===== src/design/backend_pkg.sv =====
package backend_pkg;

    //////////////////////////////////////////////////////////////////////
    // widths
    //////////////////////////////////////////////////////////////////////
    localparam int DATA_W     = 32;
    localparam int NUM_REGS   = 8;
    localparam int REG_ADDR_W = 3;
    localparam int EIP_W      = 32;
    localparam int IMM_W      = 32;

    typedef logic [DATA_W-1:0]     data_t;
    typedef logic [REG_ADDR_W-1:0] reg_addr_t;
    typedef logic [EIP_W-1:0]      eip_t;
    // {zf, sf, cf, of}
    typedef logic [3:0]            flags_t;

    //////////////////////////////////////////////////////////////////////
    // micro-op encodings
    //////////////////////////////////////////////////////////////////////
    typedef enum logic [3:0] {
        ALU_ADD = 4'd0,
        ALU_SUB = 4'd1,
        ALU_AND = 4'd2,
        ALU_OR  = 4'd3,
        ALU_XOR = 4'd4,
        ALU_SHL = 4'd5,
        ALU_SHR = 4'd6,
        ALU_MOV = 4'd7,
        ALU_LEA = 4'd8
    } aluk_e;

    typedef enum logic [1:0] {
        COND_EQ     = 2'd0,
        COND_NE     = 2'd1,
        COND_LT     = 2'd2,
        COND_ALWAYS = 2'd3
    } cond_e;

    //////////////////////////////////////////////////////////////////////
    // stage bundles
    //////////////////////////////////////////////////////////////////////
    typedef struct packed {
        aluk_e              aluk;
        reg_addr_t          dest;
        reg_addr_t          src1;
        reg_addr_t          src2;
        logic               use_imm;
        logic [IMM_W-1:0]   imm;
        logic [1:0]         scale;
        logic               is_br;
        cond_e              cond;
        logic               pred_taken;
        eip_t               pred_target;
        eip_t               eip;
        logic [3:0]         inst_len;
    } uop_t;

    // addr holds the branch target for branches
    typedef struct packed {
        logic       valid;
        aluk_e      aluk;
        reg_addr_t  dest;
        logic       writes_reg;
        data_t      op_a;
        data_t      op_b;
        data_t      addr;
        logic       is_br;
        cond_e      cond;
        logic       pred_taken;
        eip_t       pred_target;
        eip_t       eip;
        logic [3:0] inst_len;
    } rrag_ex_t;

    typedef struct packed {
        logic      valid;
        reg_addr_t dest;
        data_t     data;
    } reg_write_t;

    typedef struct packed {
        logic valid;
        logic taken;
        logic correct;
        eip_t fip;
    } br_report_t;

    typedef struct packed {
        data_t  result;
        flags_t flags;
        logic   flags_ld;
    } alu_out_t;

    typedef struct packed {
        logic taken;
        logic correct;
        eip_t fip;
    } br_out_t;

endpackage


===== src/design/reg_file.sv =====
`timescale 1ns/100ps

module reg_file import backend_pkg::*; (
    input  logic       clk,
    input  logic       arst_n,
    input  reg_addr_t  rd_addr_a,
    input  reg_addr_t  rd_addr_b,
    output data_t      rd_data_a,
    output data_t      rd_data_b,
    input  reg_write_t wr
);

    data_t regs [NUM_REGS];

    // combinational reads, old value on a same-cycle write
    assign rd_data_a = regs[rd_addr_a];
    assign rd_data_b = regs[rd_addr_b];

    always_ff @(posedge clk or negedge arst_n) begin
        if (!arst_n) begin
            for (int i = 0; i < NUM_REGS; i++) begin
                regs[i] <= '0;
            end
        end else if (wr.valid) begin
            regs[wr.dest] <= wr.data;
        end
    end

    //////////////////////////////////////////////////////////////////////
    // checks
    //////////////////////////////////////////////////////////////////////

    // write port comes from the writeback latch
    a_wr_dest_known: assert property (
        @(posedge clk) disable iff (!arst_n)
        wr.valid |-> !$isunknown(wr.dest)
    ) else $error("register write with unknown index");

endmodule


===== src/design/rrag_stage.sv =====
`timescale 1ns/100ps

module rrag_stage import backend_pkg::*; (
    input  logic       clk,
    input  logic       arst_n,
    input  logic       uop_valid,
    input  uop_t       uop,
    output logic       stall,
    output reg_addr_t  rd_addr_a,
    output reg_addr_t  rd_addr_b,
    input  data_t      rd_data_a,
    input  data_t      rd_data_b,
    input  reg_write_t wb_pending,
    output rrag_ex_t   rrag_ex
);

    logic     reads_src1;
    logic     reads_src2;
    logic     hit_src1;
    logic     hit_src2;
    data_t    lea_addr;
    rrag_ex_t ex_d;

    assign rd_addr_a = uop.src1;
    assign rd_addr_b = uop.src2;

    //////////////////////////////////////////////////////////////////////
    // hazard detection
    //////////////////////////////////////////////////////////////////////
    assign reads_src1 = (uop.aluk != ALU_MOV);
    assign reads_src2 = !uop.use_imm || (uop.aluk == ALU_LEA);

    // producer in execute or in writeback
    assign hit_src1 = (rrag_ex.valid && rrag_ex.writes_reg && rrag_ex.dest == uop.src1) ||
                      (wb_pending.valid && wb_pending.dest == uop.src1);
    assign hit_src2 = (rrag_ex.valid && rrag_ex.writes_reg && rrag_ex.dest == uop.src2) ||
                      (wb_pending.valid && wb_pending.dest == uop.src2);

    assign stall = uop_valid && ((reads_src1 && hit_src1) || (reads_src2 && hit_src2));

    //////////////////////////////////////////////////////////////////////
    // operands and address generation
    //////////////////////////////////////////////////////////////////////
    assign lea_addr = rd_data_a + (rd_data_b << uop.scale) + uop.imm;

    always_comb begin
        ex_d             = '0;
        ex_d.valid       = uop_valid && !stall;
        ex_d.aluk        = uop.aluk;
        ex_d.dest        = uop.dest;
        ex_d.writes_reg  = !uop.is_br;
        ex_d.op_a        = rd_data_a;
        ex_d.op_b        = (uop.use_imm || uop.aluk == ALU_MOV) ? uop.imm : rd_data_b;
        // branch target is eip relative
        ex_d.addr        = uop.is_br ? (uop.eip + uop.imm) : lea_addr;
        ex_d.is_br       = uop.is_br;
        ex_d.cond        = uop.cond;
        ex_d.pred_taken  = uop.pred_taken;
        ex_d.pred_target = uop.pred_target;
        ex_d.eip         = uop.eip;
        ex_d.inst_len    = uop.inst_len;
    end

    // stall or empty slot loads a bubble
    always_ff @(posedge clk or negedge arst_n) begin
        if (!arst_n) begin
            rrag_ex <= '0;
        end else if (ex_d.valid) begin
            rrag_ex <= ex_d;
        end else begin
            rrag_ex <= '0;
        end
    end

    //////////////////////////////////////////////////////////////////////
    // checks
    //////////////////////////////////////////////////////////////////////

    // source holds the micro-op while stalled
    a_hold_while_stall: assert property (
        @(posedge clk) disable iff (!arst_n)
        stall |=> uop_valid && $stable(uop)
    ) else $error("micro-op changed while stalled");

endmodule


===== src/design/alu_unit.sv =====
`timescale 1ns/100ps

module alu_unit import backend_pkg::*; (
    input  rrag_ex_t rrag_ex,
    input  flags_t   flags_in,
    output alu_out_t alu_out
);

    logic          sub;
    data_t         b_eff;
    logic [DATA_W:0] sum_w;
    data_t         sum;
    logic          add_cf;
    logic          add_of;
    data_t         logic_res;

    //////////////////////////////////////////////////////////////////////
    // shared adder for add and sub
    //////////////////////////////////////////////////////////////////////
    assign sub   = (rrag_ex.aluk == ALU_SUB);
    assign b_eff = sub ? ~rrag_ex.op_b : rrag_ex.op_b;
    assign sum_w = {1'b0, rrag_ex.op_a} + {1'b0, b_eff} + {{DATA_W{1'b0}}, sub};
    assign sum   = sum_w[DATA_W-1:0];

    // carry out inverted gives the borrow
    assign add_cf = sub ? ~sum_w[DATA_W] : sum_w[DATA_W];
    assign add_of = (rrag_ex.op_a[DATA_W-1] == b_eff[DATA_W-1]) &&
                    (sum[DATA_W-1] != rrag_ex.op_a[DATA_W-1]);

    always_comb begin
        case (rrag_ex.aluk)
            ALU_AND: logic_res = rrag_ex.op_a & rrag_ex.op_b;
            ALU_OR:  logic_res = rrag_ex.op_a | rrag_ex.op_b;
            default: logic_res = rrag_ex.op_a ^ rrag_ex.op_b;
        endcase
    end

    //////////////////////////////////////////////////////////////////////
    // result and flags
    //////////////////////////////////////////////////////////////////////
    always_comb begin
        alu_out.result   = '0;
        alu_out.flags    = flags_in;
        alu_out.flags_ld = 1'b0;
        case (rrag_ex.aluk)
            ALU_ADD, ALU_SUB: begin
                alu_out.result   = sum;
                alu_out.flags    = {sum == '0, sum[DATA_W-1], add_cf, add_of};
                alu_out.flags_ld = 1'b1;
            end
            ALU_AND, ALU_OR, ALU_XOR: begin
                alu_out.result   = logic_res;
                alu_out.flags    = {logic_res == '0, logic_res[DATA_W-1], 2'b00};
                alu_out.flags_ld = 1'b1;
            end
            ALU_SHL: alu_out.result = rrag_ex.op_a << rrag_ex.op_b[4:0];
            ALU_SHR: alu_out.result = rrag_ex.op_a >> rrag_ex.op_b[4:0];
            ALU_MOV: alu_out.result = rrag_ex.op_b;
            ALU_LEA: alu_out.result = rrag_ex.addr;
            default: alu_out.result = '0;
        endcase
        // branches keep the flags
        if (rrag_ex.is_br) begin
            alu_out.flags    = flags_in;
            alu_out.flags_ld = 1'b0;
        end
    end

endmodule


===== src/design/branch_unit.sv =====
`timescale 1ns/100ps

module branch_unit import backend_pkg::*; (
    input  rrag_ex_t rrag_ex,
    output br_out_t  br_out
);

    logic taken;
    eip_t target;
    eip_t fall_thru;

    // condition on the two operands
    always_comb begin
        case (rrag_ex.cond)
            COND_EQ: taken = (rrag_ex.op_a == rrag_ex.op_b);
            COND_NE: taken = (rrag_ex.op_a != rrag_ex.op_b);
            COND_LT: taken = ($signed(rrag_ex.op_a) < $signed(rrag_ex.op_b));
            default: taken = 1'b1;
        endcase
    end

    // eip + imm, formed in the address generator
    assign target    = rrag_ex.addr;
    assign fall_thru = rrag_ex.eip + {{(EIP_W-4){1'b0}}, rrag_ex.inst_len};

    //////////////////////////////////////////////////////////////////////
    // prediction check
    //////////////////////////////////////////////////////////////////////
    assign br_out.taken   = taken;
    assign br_out.fip     = taken ? target : fall_thru;
    assign br_out.correct = (taken == rrag_ex.pred_taken) &&
                            (!taken || target == rrag_ex.pred_target);

endmodule


===== src/design/wb_stage.sv =====
`timescale 1ns/100ps

module wb_stage import backend_pkg::*; (
    input  logic       clk,
    input  logic       arst_n,
    input  rrag_ex_t   rrag_ex,
    input  alu_out_t   alu_out,
    input  br_out_t    br_out,
    output reg_write_t wb,
    output br_report_t br,
    output flags_t     flags
);

    //////////////////////////////////////////////////////////////////////
    // execute to writeback latch
    //////////////////////////////////////////////////////////////////////
    always_ff @(posedge clk or negedge arst_n) begin
        if (!arst_n) begin
            wb <= '0;
            br <= '0;
        end else begin
            wb.valid   <= rrag_ex.valid && rrag_ex.writes_reg;
            wb.dest    <= rrag_ex.dest;
            wb.data    <= alu_out.result;
            br.valid   <= rrag_ex.valid && rrag_ex.is_br;
            br.taken   <= br_out.taken;
            br.correct <= br_out.correct;
            br.fip     <= br_out.fip;
        end
    end

    // flags register, loads with the latch
    always_ff @(posedge clk or negedge arst_n) begin
        if (!arst_n) begin
            flags <= '0;
        end else if (rrag_ex.valid && alu_out.flags_ld) begin
            flags <= alu_out.flags;
        end
    end

    //////////////////////////////////////////////////////////////////////
    // checks
    //////////////////////////////////////////////////////////////////////

    // one micro-op per slot, either a write or a branch report
    a_one_result: assert property (
        @(posedge clk) disable iff (!arst_n)
        !(wb.valid && br.valid)
    ) else $error("register write and branch report in the same cycle");

endmodule


===== src/design/backend_top.sv =====
`timescale 1ns/100ps

module backend_top import backend_pkg::*; (
    input  logic       clk,
    input  logic       arst_n,
    input  logic       uop_valid,
    input  uop_t       uop,
    output logic       stall,
    output reg_write_t wb,
    output br_report_t br,
    output flags_t     flags
);

    reg_addr_t rd_addr_a;
    reg_addr_t rd_addr_b;
    data_t     rd_data_a;
    data_t     rd_data_b;
    rrag_ex_t  rrag_ex;
    alu_out_t  alu_out;
    br_out_t   br_out;

    reg_file i_reg_file (
        .clk       (clk),
        .arst_n    (arst_n),
        .rd_addr_a (rd_addr_a),
        .rd_addr_b (rd_addr_b),
        .rd_data_a (rd_data_a),
        .rd_data_b (rd_data_b),
        .wr        (wb)
    );

    // register read, address generation, hazard stall
    rrag_stage i_rrag_stage (
        .clk        (clk),
        .arst_n     (arst_n),
        .uop_valid  (uop_valid),
        .uop        (uop),
        .stall      (stall),
        .rd_addr_a  (rd_addr_a),
        .rd_addr_b  (rd_addr_b),
        .rd_data_a  (rd_data_a),
        .rd_data_b  (rd_data_b),
        .wb_pending (wb),
        .rrag_ex    (rrag_ex)
    );

    //////////////////////////////////////////////////////////////////////
    // execute
    //////////////////////////////////////////////////////////////////////
    alu_unit i_alu_unit (
        .rrag_ex  (rrag_ex),
        .flags_in (flags),
        .alu_out  (alu_out)
    );

    branch_unit i_branch_unit (
        .rrag_ex (rrag_ex),
        .br_out  (br_out)
    );

    wb_stage i_wb_stage (
        .clk     (clk),
        .arst_n  (arst_n),
        .rrag_ex (rrag_ex),
        .alu_out (alu_out),
        .br_out  (br_out),
        .wb      (wb),
        .br      (br),
        .flags   (flags)
    );

endmodule


===== config.mk =====
export PLATFORM = sky130hd
export DESIGN_NAME = backend_top
export DESIGN_NICKNAME = d
export VERILOG_FILES = /design/src/design/backend_pkg.sv /design/src/design/reg_file.sv /design/src/design/rrag_stage.sv /design/src/design/alu_unit.sv /design/src/design/branch_unit.sv /design/src/design/wb_stage.sv /design/src/design/backend_top.sv
export SDC_FILE = /design/constraint.sdc
export NUM_CORES = 1
export LEC_CHECK = 0
export ABC_CLOCK_PERIOD_IN_PS = 4300
export BUFFER_PORTS_ARGS = -buffer_cell sky130_fd_sc_hd__buf_2
export CAP_MARGIN = 30
export CELL_PAD_IN_SITES_DETAIL_PLACEMENT = 1
export CELL_PAD_IN_SITES_GLOBAL_PLACEMENT = 2
export CORE_MARGIN = 2
export CORE_UTILIZATION = 38
export CTS_CLUSTER_SIZE = 10
export DETAILED_ROUTE_END_ITERATION = 16
export PLACE_DENSITY_LB_ADDON = 0.1
export SLEW_MARGIN = 40
export SYNTH_ARGS = -nofsm -noshare
export SYNTH_HDL_FRONTEND = slang
export SYNTH_SLANG_ARGS = --single-unit

===== constraint.sdc =====
create_clock -name clk -period 4.3 [get_ports clk]
set_input_delay 0.645 -clock clk [delete_from_list [all_inputs] [get_ports clk]]
set_output_delay 0.645 -clock clk [all_outputs]
set_load 0.1 [all_outputs]

==> results of run 1 <==
-- sequential cells by signal (all words and copies together) (netlist names) --
register / count
i_wb_stage.flags: 4
i_wb_stage.br: 35
i_wb_stage.wb: 36
i_rrag_stage.rrag_ex: 177
i_reg_file.regs: 256
-- cell usage after synthesis (all sizes together) (133+ instances only) --
library cell	n
a21oi	152
inv	148
mux4	133
mux2i	159
nor2	263
clkbuf	146
xnor2	138
dfrtp	508
nand2	149
o21ai	180
ha	196
mux2	349
-- power breakdown --
| part | switching, mW | leakage, nW | total (mW) | internal [mW] |
|---|---|---|---|---|
| Clock | 2.26 | 0.965 | 5.26 | 3.00 |
| Combinational | 3.99 | 12.9 | 6.84 | 2.85 |
| Sequential | 0.828 | 6.80 | 6.17 | 5.35 |
| Total | 7.07 | 20.7 | 18.3 | 11.2 |
-- worst max-delay path by stage --
stage | startpoint | to
floorplan | uop[107] | i_rrag_stage.rrag_ex[103]
global placement | uop[107] | i_rrag_stage.rrag_ex[102]
detailed placement | uop[107] | i_rrag_stage.rrag_ex[101]
CTS | i_reg_file.regs[128] | i_rrag_stage.rrag_ex[103]
global route | i_reg_file.regs[133] | i_rrag_stage.rrag_ex[103]
finish | i_reg_file.regs[32] | i_rrag_stage.rrag_ex[103]
-- final cells by class --
class                           instances  area [sq um]
Antenna cell                            3          7.51
Clock buffer                           90          1830
Clock inverter                         14           164
Fill cell                           10000         48200
Inverter                              149           559
Multi-Input combinational cell       2487         22100
Sequential cell                       508         12700
Tap cell                             1243          1560
Timing Repair Buffer                  642          4790
-- per-layer routing --
layer / global-route usage, % / vias to the layer above
met3: 5.49 / 294
met1: 45.1 / 15800
met4: 13.5 / 10
li1: - / 13300
met5: 0 / -
met2: 52.6 / 982
-- timing repair --
item,in CTS,in global routing
cloned,2,0
resized for setup,39,67
endpoints found under the setup margin,12,24
buffers inserted,9,25
hold endpoints to repair,0,31
hold buffers,0,1
pin swaps,27,49
-- stage by stage --
step	util (%)	hold WS [ns]	setup slack, ns
detailed placement	44.4	0.434	-0.975
global route	47.6	0.245	-0.294
floorplan	-	0.349	-0.614
CTS	46.9	0.0529	-0.146
finish	47.6	0.257	-0.137
global placement	44.4	0.429	-0.904
-- worst max-delay path, cell delays in order (launching register included) --
cell and delay [ns]:
dfrtp_1 0.40, mux4_2 0.48, mux2i_2 0.19, buf_4 0.17, mux2_4 0.16, mux2i_2 0.07
fa_1 0.61, ha_4 0.23, buf_4 0.15, nand2b_4 0.07, a211oi_2 0.06, o31a_1 0.28
a211o_1 0.33, o21ai_4 0.24, o311ai_4 0.13, a221o_1 0.35, a21oi_2 0.13, xnor2_1 0.14
o22ai_1 0.10
-- cells by family after synthesis --
family	count (synthesis)	synth area share [%]
AND/OR/NAND/NOR	774	10.7
AO/OA/AOI/OAI	666	12.3
multiplexers	641	24.1
flip-flops	508	35.9
buffers and inverters	353	3.80
adder cells (fa/ha/maj)	231	8.90
XOR/XNOR	175	4.33
==> impl_metrics.json, run 1 <==
{
  "p_leak_nw": 20.7,
  "met3_length_um": 9550,
  "drt_wl_total_um": 159000,
  "final_common_cell": "dfrtp_1",
  "placed_area_sq_um": 40800,
  "clk_latency_ns": 0.65,
  "fp.coreArea_sq_um": 91900,
  "setup-tns-final_ns": -0.329,
  "p_per_area_nw_per_um2": 418,
  "crit_arrival_ns": 4.94,
  "die_x_um": 309,
  "start_util_pct": 38.5,
  "dieArea_sq_um": 95600,
  "synth_edf_count": 0,
  "vdd.ir_drop.worst_v": 0.000398,
  "finalHoldViolations": 0,
  "hold-path-endpoint": "i_rrag_stage.rrag_ex[37]",
  "fin_crit_sh_pct": 103,
  "first_pass_iters": 5,
  "top_layer_used": "met5",
  "synth.distinct_cells": 90,
  "wl_met2_um": 72500,
  "setup_ws_ns": -0.137,
  "min_from": "uop[37]",
  "status": "complete, but fails checks",
  "area_growth_pct": 23.5,
  "min_path_cells": 2,
  "skew_ns": 0.0288,
  "fmax_mhz": 225,
  "synth_top_area_share_pct": 35.9,
  "setup_viol": 6,
  "synthArstFlopShare_pct": 100,
  "fin_cells": 5136,
  "drv_cap": 0,
  "rows": 111,
  "dr_total_vias": 30400,
  "routedLengthMet1_um": 69700,
  "cts_buffers": 67,
  "reg2reg_depth": 18,
  "antenna_found_initial": 18,
  "start_kind": "flop",
  "critical_path.endpoint_type": "flop",
  "grt-ovfl-total": 0,
  "cts_tree": "yes",
  "yosys_warnings": 0,
  "worstHoldPathType": "primary input to flop",
  "relSlewSlack_pct": 47.4,
  "rr_startpoint": "i_reg_file.regs[32]",
  "gp_congestion": 1.01,
  "path_clk_slew_ns": 0.06,
  "synth_top_cells_by_area": "dfrtp_1 36%, mux2_2 11%, mux4_2 8.5%",
  "groute.usage.overall_pct": 33.2,
  "place_inst": 4991,
  "violations": "setup timing",
  "nNetsFinal": 4209,
  "ys_ff_latch": 508,
  "ant_nets": 0,
  "design_area_sq_um": 43700,
  "grt_max_degree": 100,
  "clock-sinks": 508,
  "path_class": "flop to flop",
  "syn_inst": 3348,
  "yosysSeqAreaShare_pct": 35.9,
  "die_h_um": 309,
  "drive_above_1_share_pct": 34.6,
  "reg2reg_slack_ns": -0.14,
  "slew_violations": 0,
  "first_iter_violations": 2438,
  "remaining_drc_errors": 0,
  "final_cell_mix": "504 x dfrtp_1, 412 x buf_4, 340 x mux2_2",
  "ioPinCount": 199,
  "viasPerCell": 5.92,
  "cp.required_ns": 4.80,
  "avgSynthCellArea_sq_um": 10.6,
  "synth_fp_nets": 3702,
  "fin_crit_ns": 4.44,
  "worstPathMaxFanout": 4,
  "htreeDepth": 3,
  "grt_pass1_wl_um": 228000,
  "synth_largest_area_cell": "dfrtp_1",
  "rr_endpoint": "i_rrag_stage.rrag_ex[103]",
  "cts-root-buf": "clkbuf_16",
  "p_total_mw": 18.3,
  "worst-slew-pin-transition_ns": 0.784,
  "io_buffers": 198,
  "ys.flop_type": "dfrtp_1",
  "clock_path_buffers": 3,
  "grt_pass1_vias": 32400,
  "rsz0062_at_grt": "yes",
  "dp_hpwl_um": 123000,
  "syn_area_sq_um": 35400,
  "detail_route.wl_per_cell_um": 30.9
}
No activity file was read; power rests on OpenSTA's default activity.
==> run 2: changes to the inputs <==
GPL_TIMING_DRIVEN = 0   (was default)
==> impl_metrics.json, run 2 (synthesis gave the netlist of run 1 again) <==
{
  "reg2reg_slack_ns": -0.39,
  "clock_path_buffers": 3,
  "use_met2_pct": 57.2,
  "grt_max_degree": 72,
  "detail_route.wl_per_cell_um": 34.8,
  "start_util_pct": 38.5,
  "dieArea_sq_um": 95600,
  "drt_wl_total_um": 173000,
  "final_cell_mix": "503 x dfrtp_1, 338 x mux2_2, 260 x nor2_1",
  "top_register": "i_reg_file.regs",
  "final_common_cell": "dfrtp_1",
  "htreeDepth": 3,
  "rsz0062_at_grt": "yes",
  "ant_nets": 0,
  "viasPerCell": 6.13,
  "path_class": "primary input to flop",
  "multiInputGateArea_sq_um": 22600,
  "internal_power_mw": 10.9,
  "largest_reg_flops": 256,
  "crit_arrival_ns": 5.34,
  "skew_ns": 0.0356,
  "antenna_found_initial": 18,
  "path_clk_slew_ns": 0.06,
  "ioPinCount": 199,
  "seq_power_share_pct": 34.3,
  "clk_latency_ns": 0.64,
  "grt_pass1_wl_um": 243000,
  "vdd.ir_drop.worst_v": 0.000349,
  "cts-root-buf": "clkbuf_16",
  "grt-ovfl-total": 0,
  "fin_crit_ns": 4.85,
  "n_fill_cell": 10000,
  "cts_tree": "yes",
  "nNetsFinal": 4056,
  "rows": 111,
  "worst-slew-pin-transition_ns": 0.933,
  "cp.required_ns": 4.79,
  "groute.usage.overall_pct": 36.2,
  "clock-sinks": 508,
  "swShare_pct": 39.9,
  "busiest_layer": "met2",
  "remaining_drc_errors": 0,
  "critical_path.endpoint_type": "flop",
  "status": "complete, but fails checks",
  "use_met1_pct": 48.0,
  "io_buffers": 193,
  "crit_slowest_cell": "mux4_2",
  "grt_use_met3_pct": 6.50,
  "worstPathMaxFanout": 8,
  "setup-tns-final_ns": -6.46,
  "cts_buffers": 66,
  "p_per_area_nw_per_um2": 426,
  "fp.coreArea_sq_um": 91900,
  "slew_violations": 0,
  "relSlewSlack_pct": 37.4,
  "min_from": "uop[114]",
  "reg2reg_depth": 19,
  "start_kind": "primary input",
  "switchingPower_mw": 7.25,
  "die_x_um": 309,
  "die_h_um": 309,
  "rr_endpoint": "i_rrag_stage.rrag_ex[101]",
  "clkPwrFrac_pct": 29.5,
  "grt_pass1_vias": 32000,
  "violations": "setup timing",
  "combPwrFrac_pct": 36.1,
  "finalHoldViolations": 0,
  "first_iter_violations": 2896,
  "cp_cell_sequence": "buf_12 > clkbuf_16 > buf_16 > buf_4 > mux4_2 > mux2i_4 > mux2_2 > mux2i_1 > fa_1 > ha_1 > a21o_1 > and2_4 > o31a_1 > a211o_1 > o21ai_4 > buf_4 > buf_6 > buf_6 > o21bai_4 > a21oi_2 > xor2_2 > o22ai_1",
  "critical_path.max_stage_delay_ns": 0.53,
  "place_inst": 4796,
  "rr_startpoint": "i_reg_file.regs[128]",
  "top_regs": "i_reg_file.regs: 256 flops, i_rrag_stage.rrag_ex: 177 flops, i_wb_stage.wb: 36 flops",
  "p_leak_nw": 19.6,
  "min_path_cells": 2,
  "regArea_sq_um": 12700,
  "fmax_mhz": 206,
  "worstHoldPathType": "primary input to flop",
  "drv_cap": 0,
  "fin_cells": 4984,
  "area_growth_pct": 20.6,
  "drive_above_1_share_pct": 29.8,
  "setup_ws_ns": -0.551,
  "fin_crit_sh_pct": 113,
  "hold-path-endpoint": "i_rrag_stage.rrag_ex[170]",
  "first_pass_iters": 5,
  "dp_hpwl_um": 136000,
  "setup_viol": 48,
  "gp_congestion": 1.00,
  "dr_total_vias": 30600
}
## run 2: cell type report
| cell class | instances | share of cell area [%] |
|---|---|---|
| clock inverter | 16 | 0.583 |
| timing repair buffer | 298 | 4.77 |
| tap | 1243 | 3.64 |
| inverter | 149 | 1.32 |
| sequential | 508 | 29.8 |
| clock buffer | 84 | 4.17 |
| multi-input combinational | 2487 | 52.9 |
| antenna | 7 | 0.0410 |
| buffer | 192 | 2.81 |
## run 2: worst max path at each step
stage                                endpoint      from  cells after the start  slack [ns]
CTS                 i_rrag_stage.rrag_ex[103]  uop[107]                     20       -0.44
global route        i_rrag_stage.rrag_ex[101]  uop[107]                     22       -0.63
floorplan           i_rrag_stage.rrag_ex[103]  uop[107]                     19       -0.61
detailed placement  i_rrag_stage.rrag_ex[103]  uop[108]                     20       -2.19
finish               i_rrag_stage.rrag_ex[95]  uop[107]                     22       -0.55
global placement         i_reg_file.regs[178]    arst_n                      1       -7.78
## run 2: timing repair
item / CTS / global route
buffers inserted: 45 / 44
resized for setup: 244 / 54
cloned: 1 / 2
hold buffers: 1 / 0
hold endpoints to repair: 51 / 0
pin swaps: 50 / 39
endpoints found under the setup margin: 97 / 64
## run 2: power by group through the flow
stage | Combinational [mW] | Sequential [mW] | Clock, mW
2_1_floorplan | 3.19 | 6.50 | 0
3_3_place_gp | 5.69 | 6.20 | 0
3_5_place_dp | 5.79 | 6.27 | 0
4_1_cts | 6.25 | 6.20 | 5.46
5_1_grt | 6.89 | 6.28 | 5.64
6_report | 6.57 | 6.24 | 5.37
## run 2: critical path, delay by kind of cell
kind                     cells  cell delay (ns)
adder cells (fa/ha/maj)      2             0.75
XOR/XNOR                     1             0.20
AO/OA/AOI/OAI                7             1.52
AND/OR/NAND/NOR              1             0.17
multiplexers                 4             1.16
buffers and inverters        7             0.87
## run 2: metal layers
layer	routed length, um	vias to the layer above
met2	78600	1133
li1	-	13000
met1	74100	16100
met4	9820	12
met5	80	-
met3	10800	342
## run 2: through the flow
stage / setup WS, ns / power (mW) / instance area (sq um) / hold WS (ns) / utilization, %
finish: -0.551 / 18.2 / 42700 / 0.259 / 46.4
global route: -0.625 / 18.8 / 42700 / 0.239 / 46.4
CTS: -0.436 / 17.9 / 42100 / 0.222 / 45.8
detailed placement: -2.19 / 12.1 / 38500 / 0.440 / 41.9
global placement: -7.78 / 11.9 / 38200 / 0.449 / 41.6
floorplan: -0.614 / 9.69 / 35700 / 0.349 / -
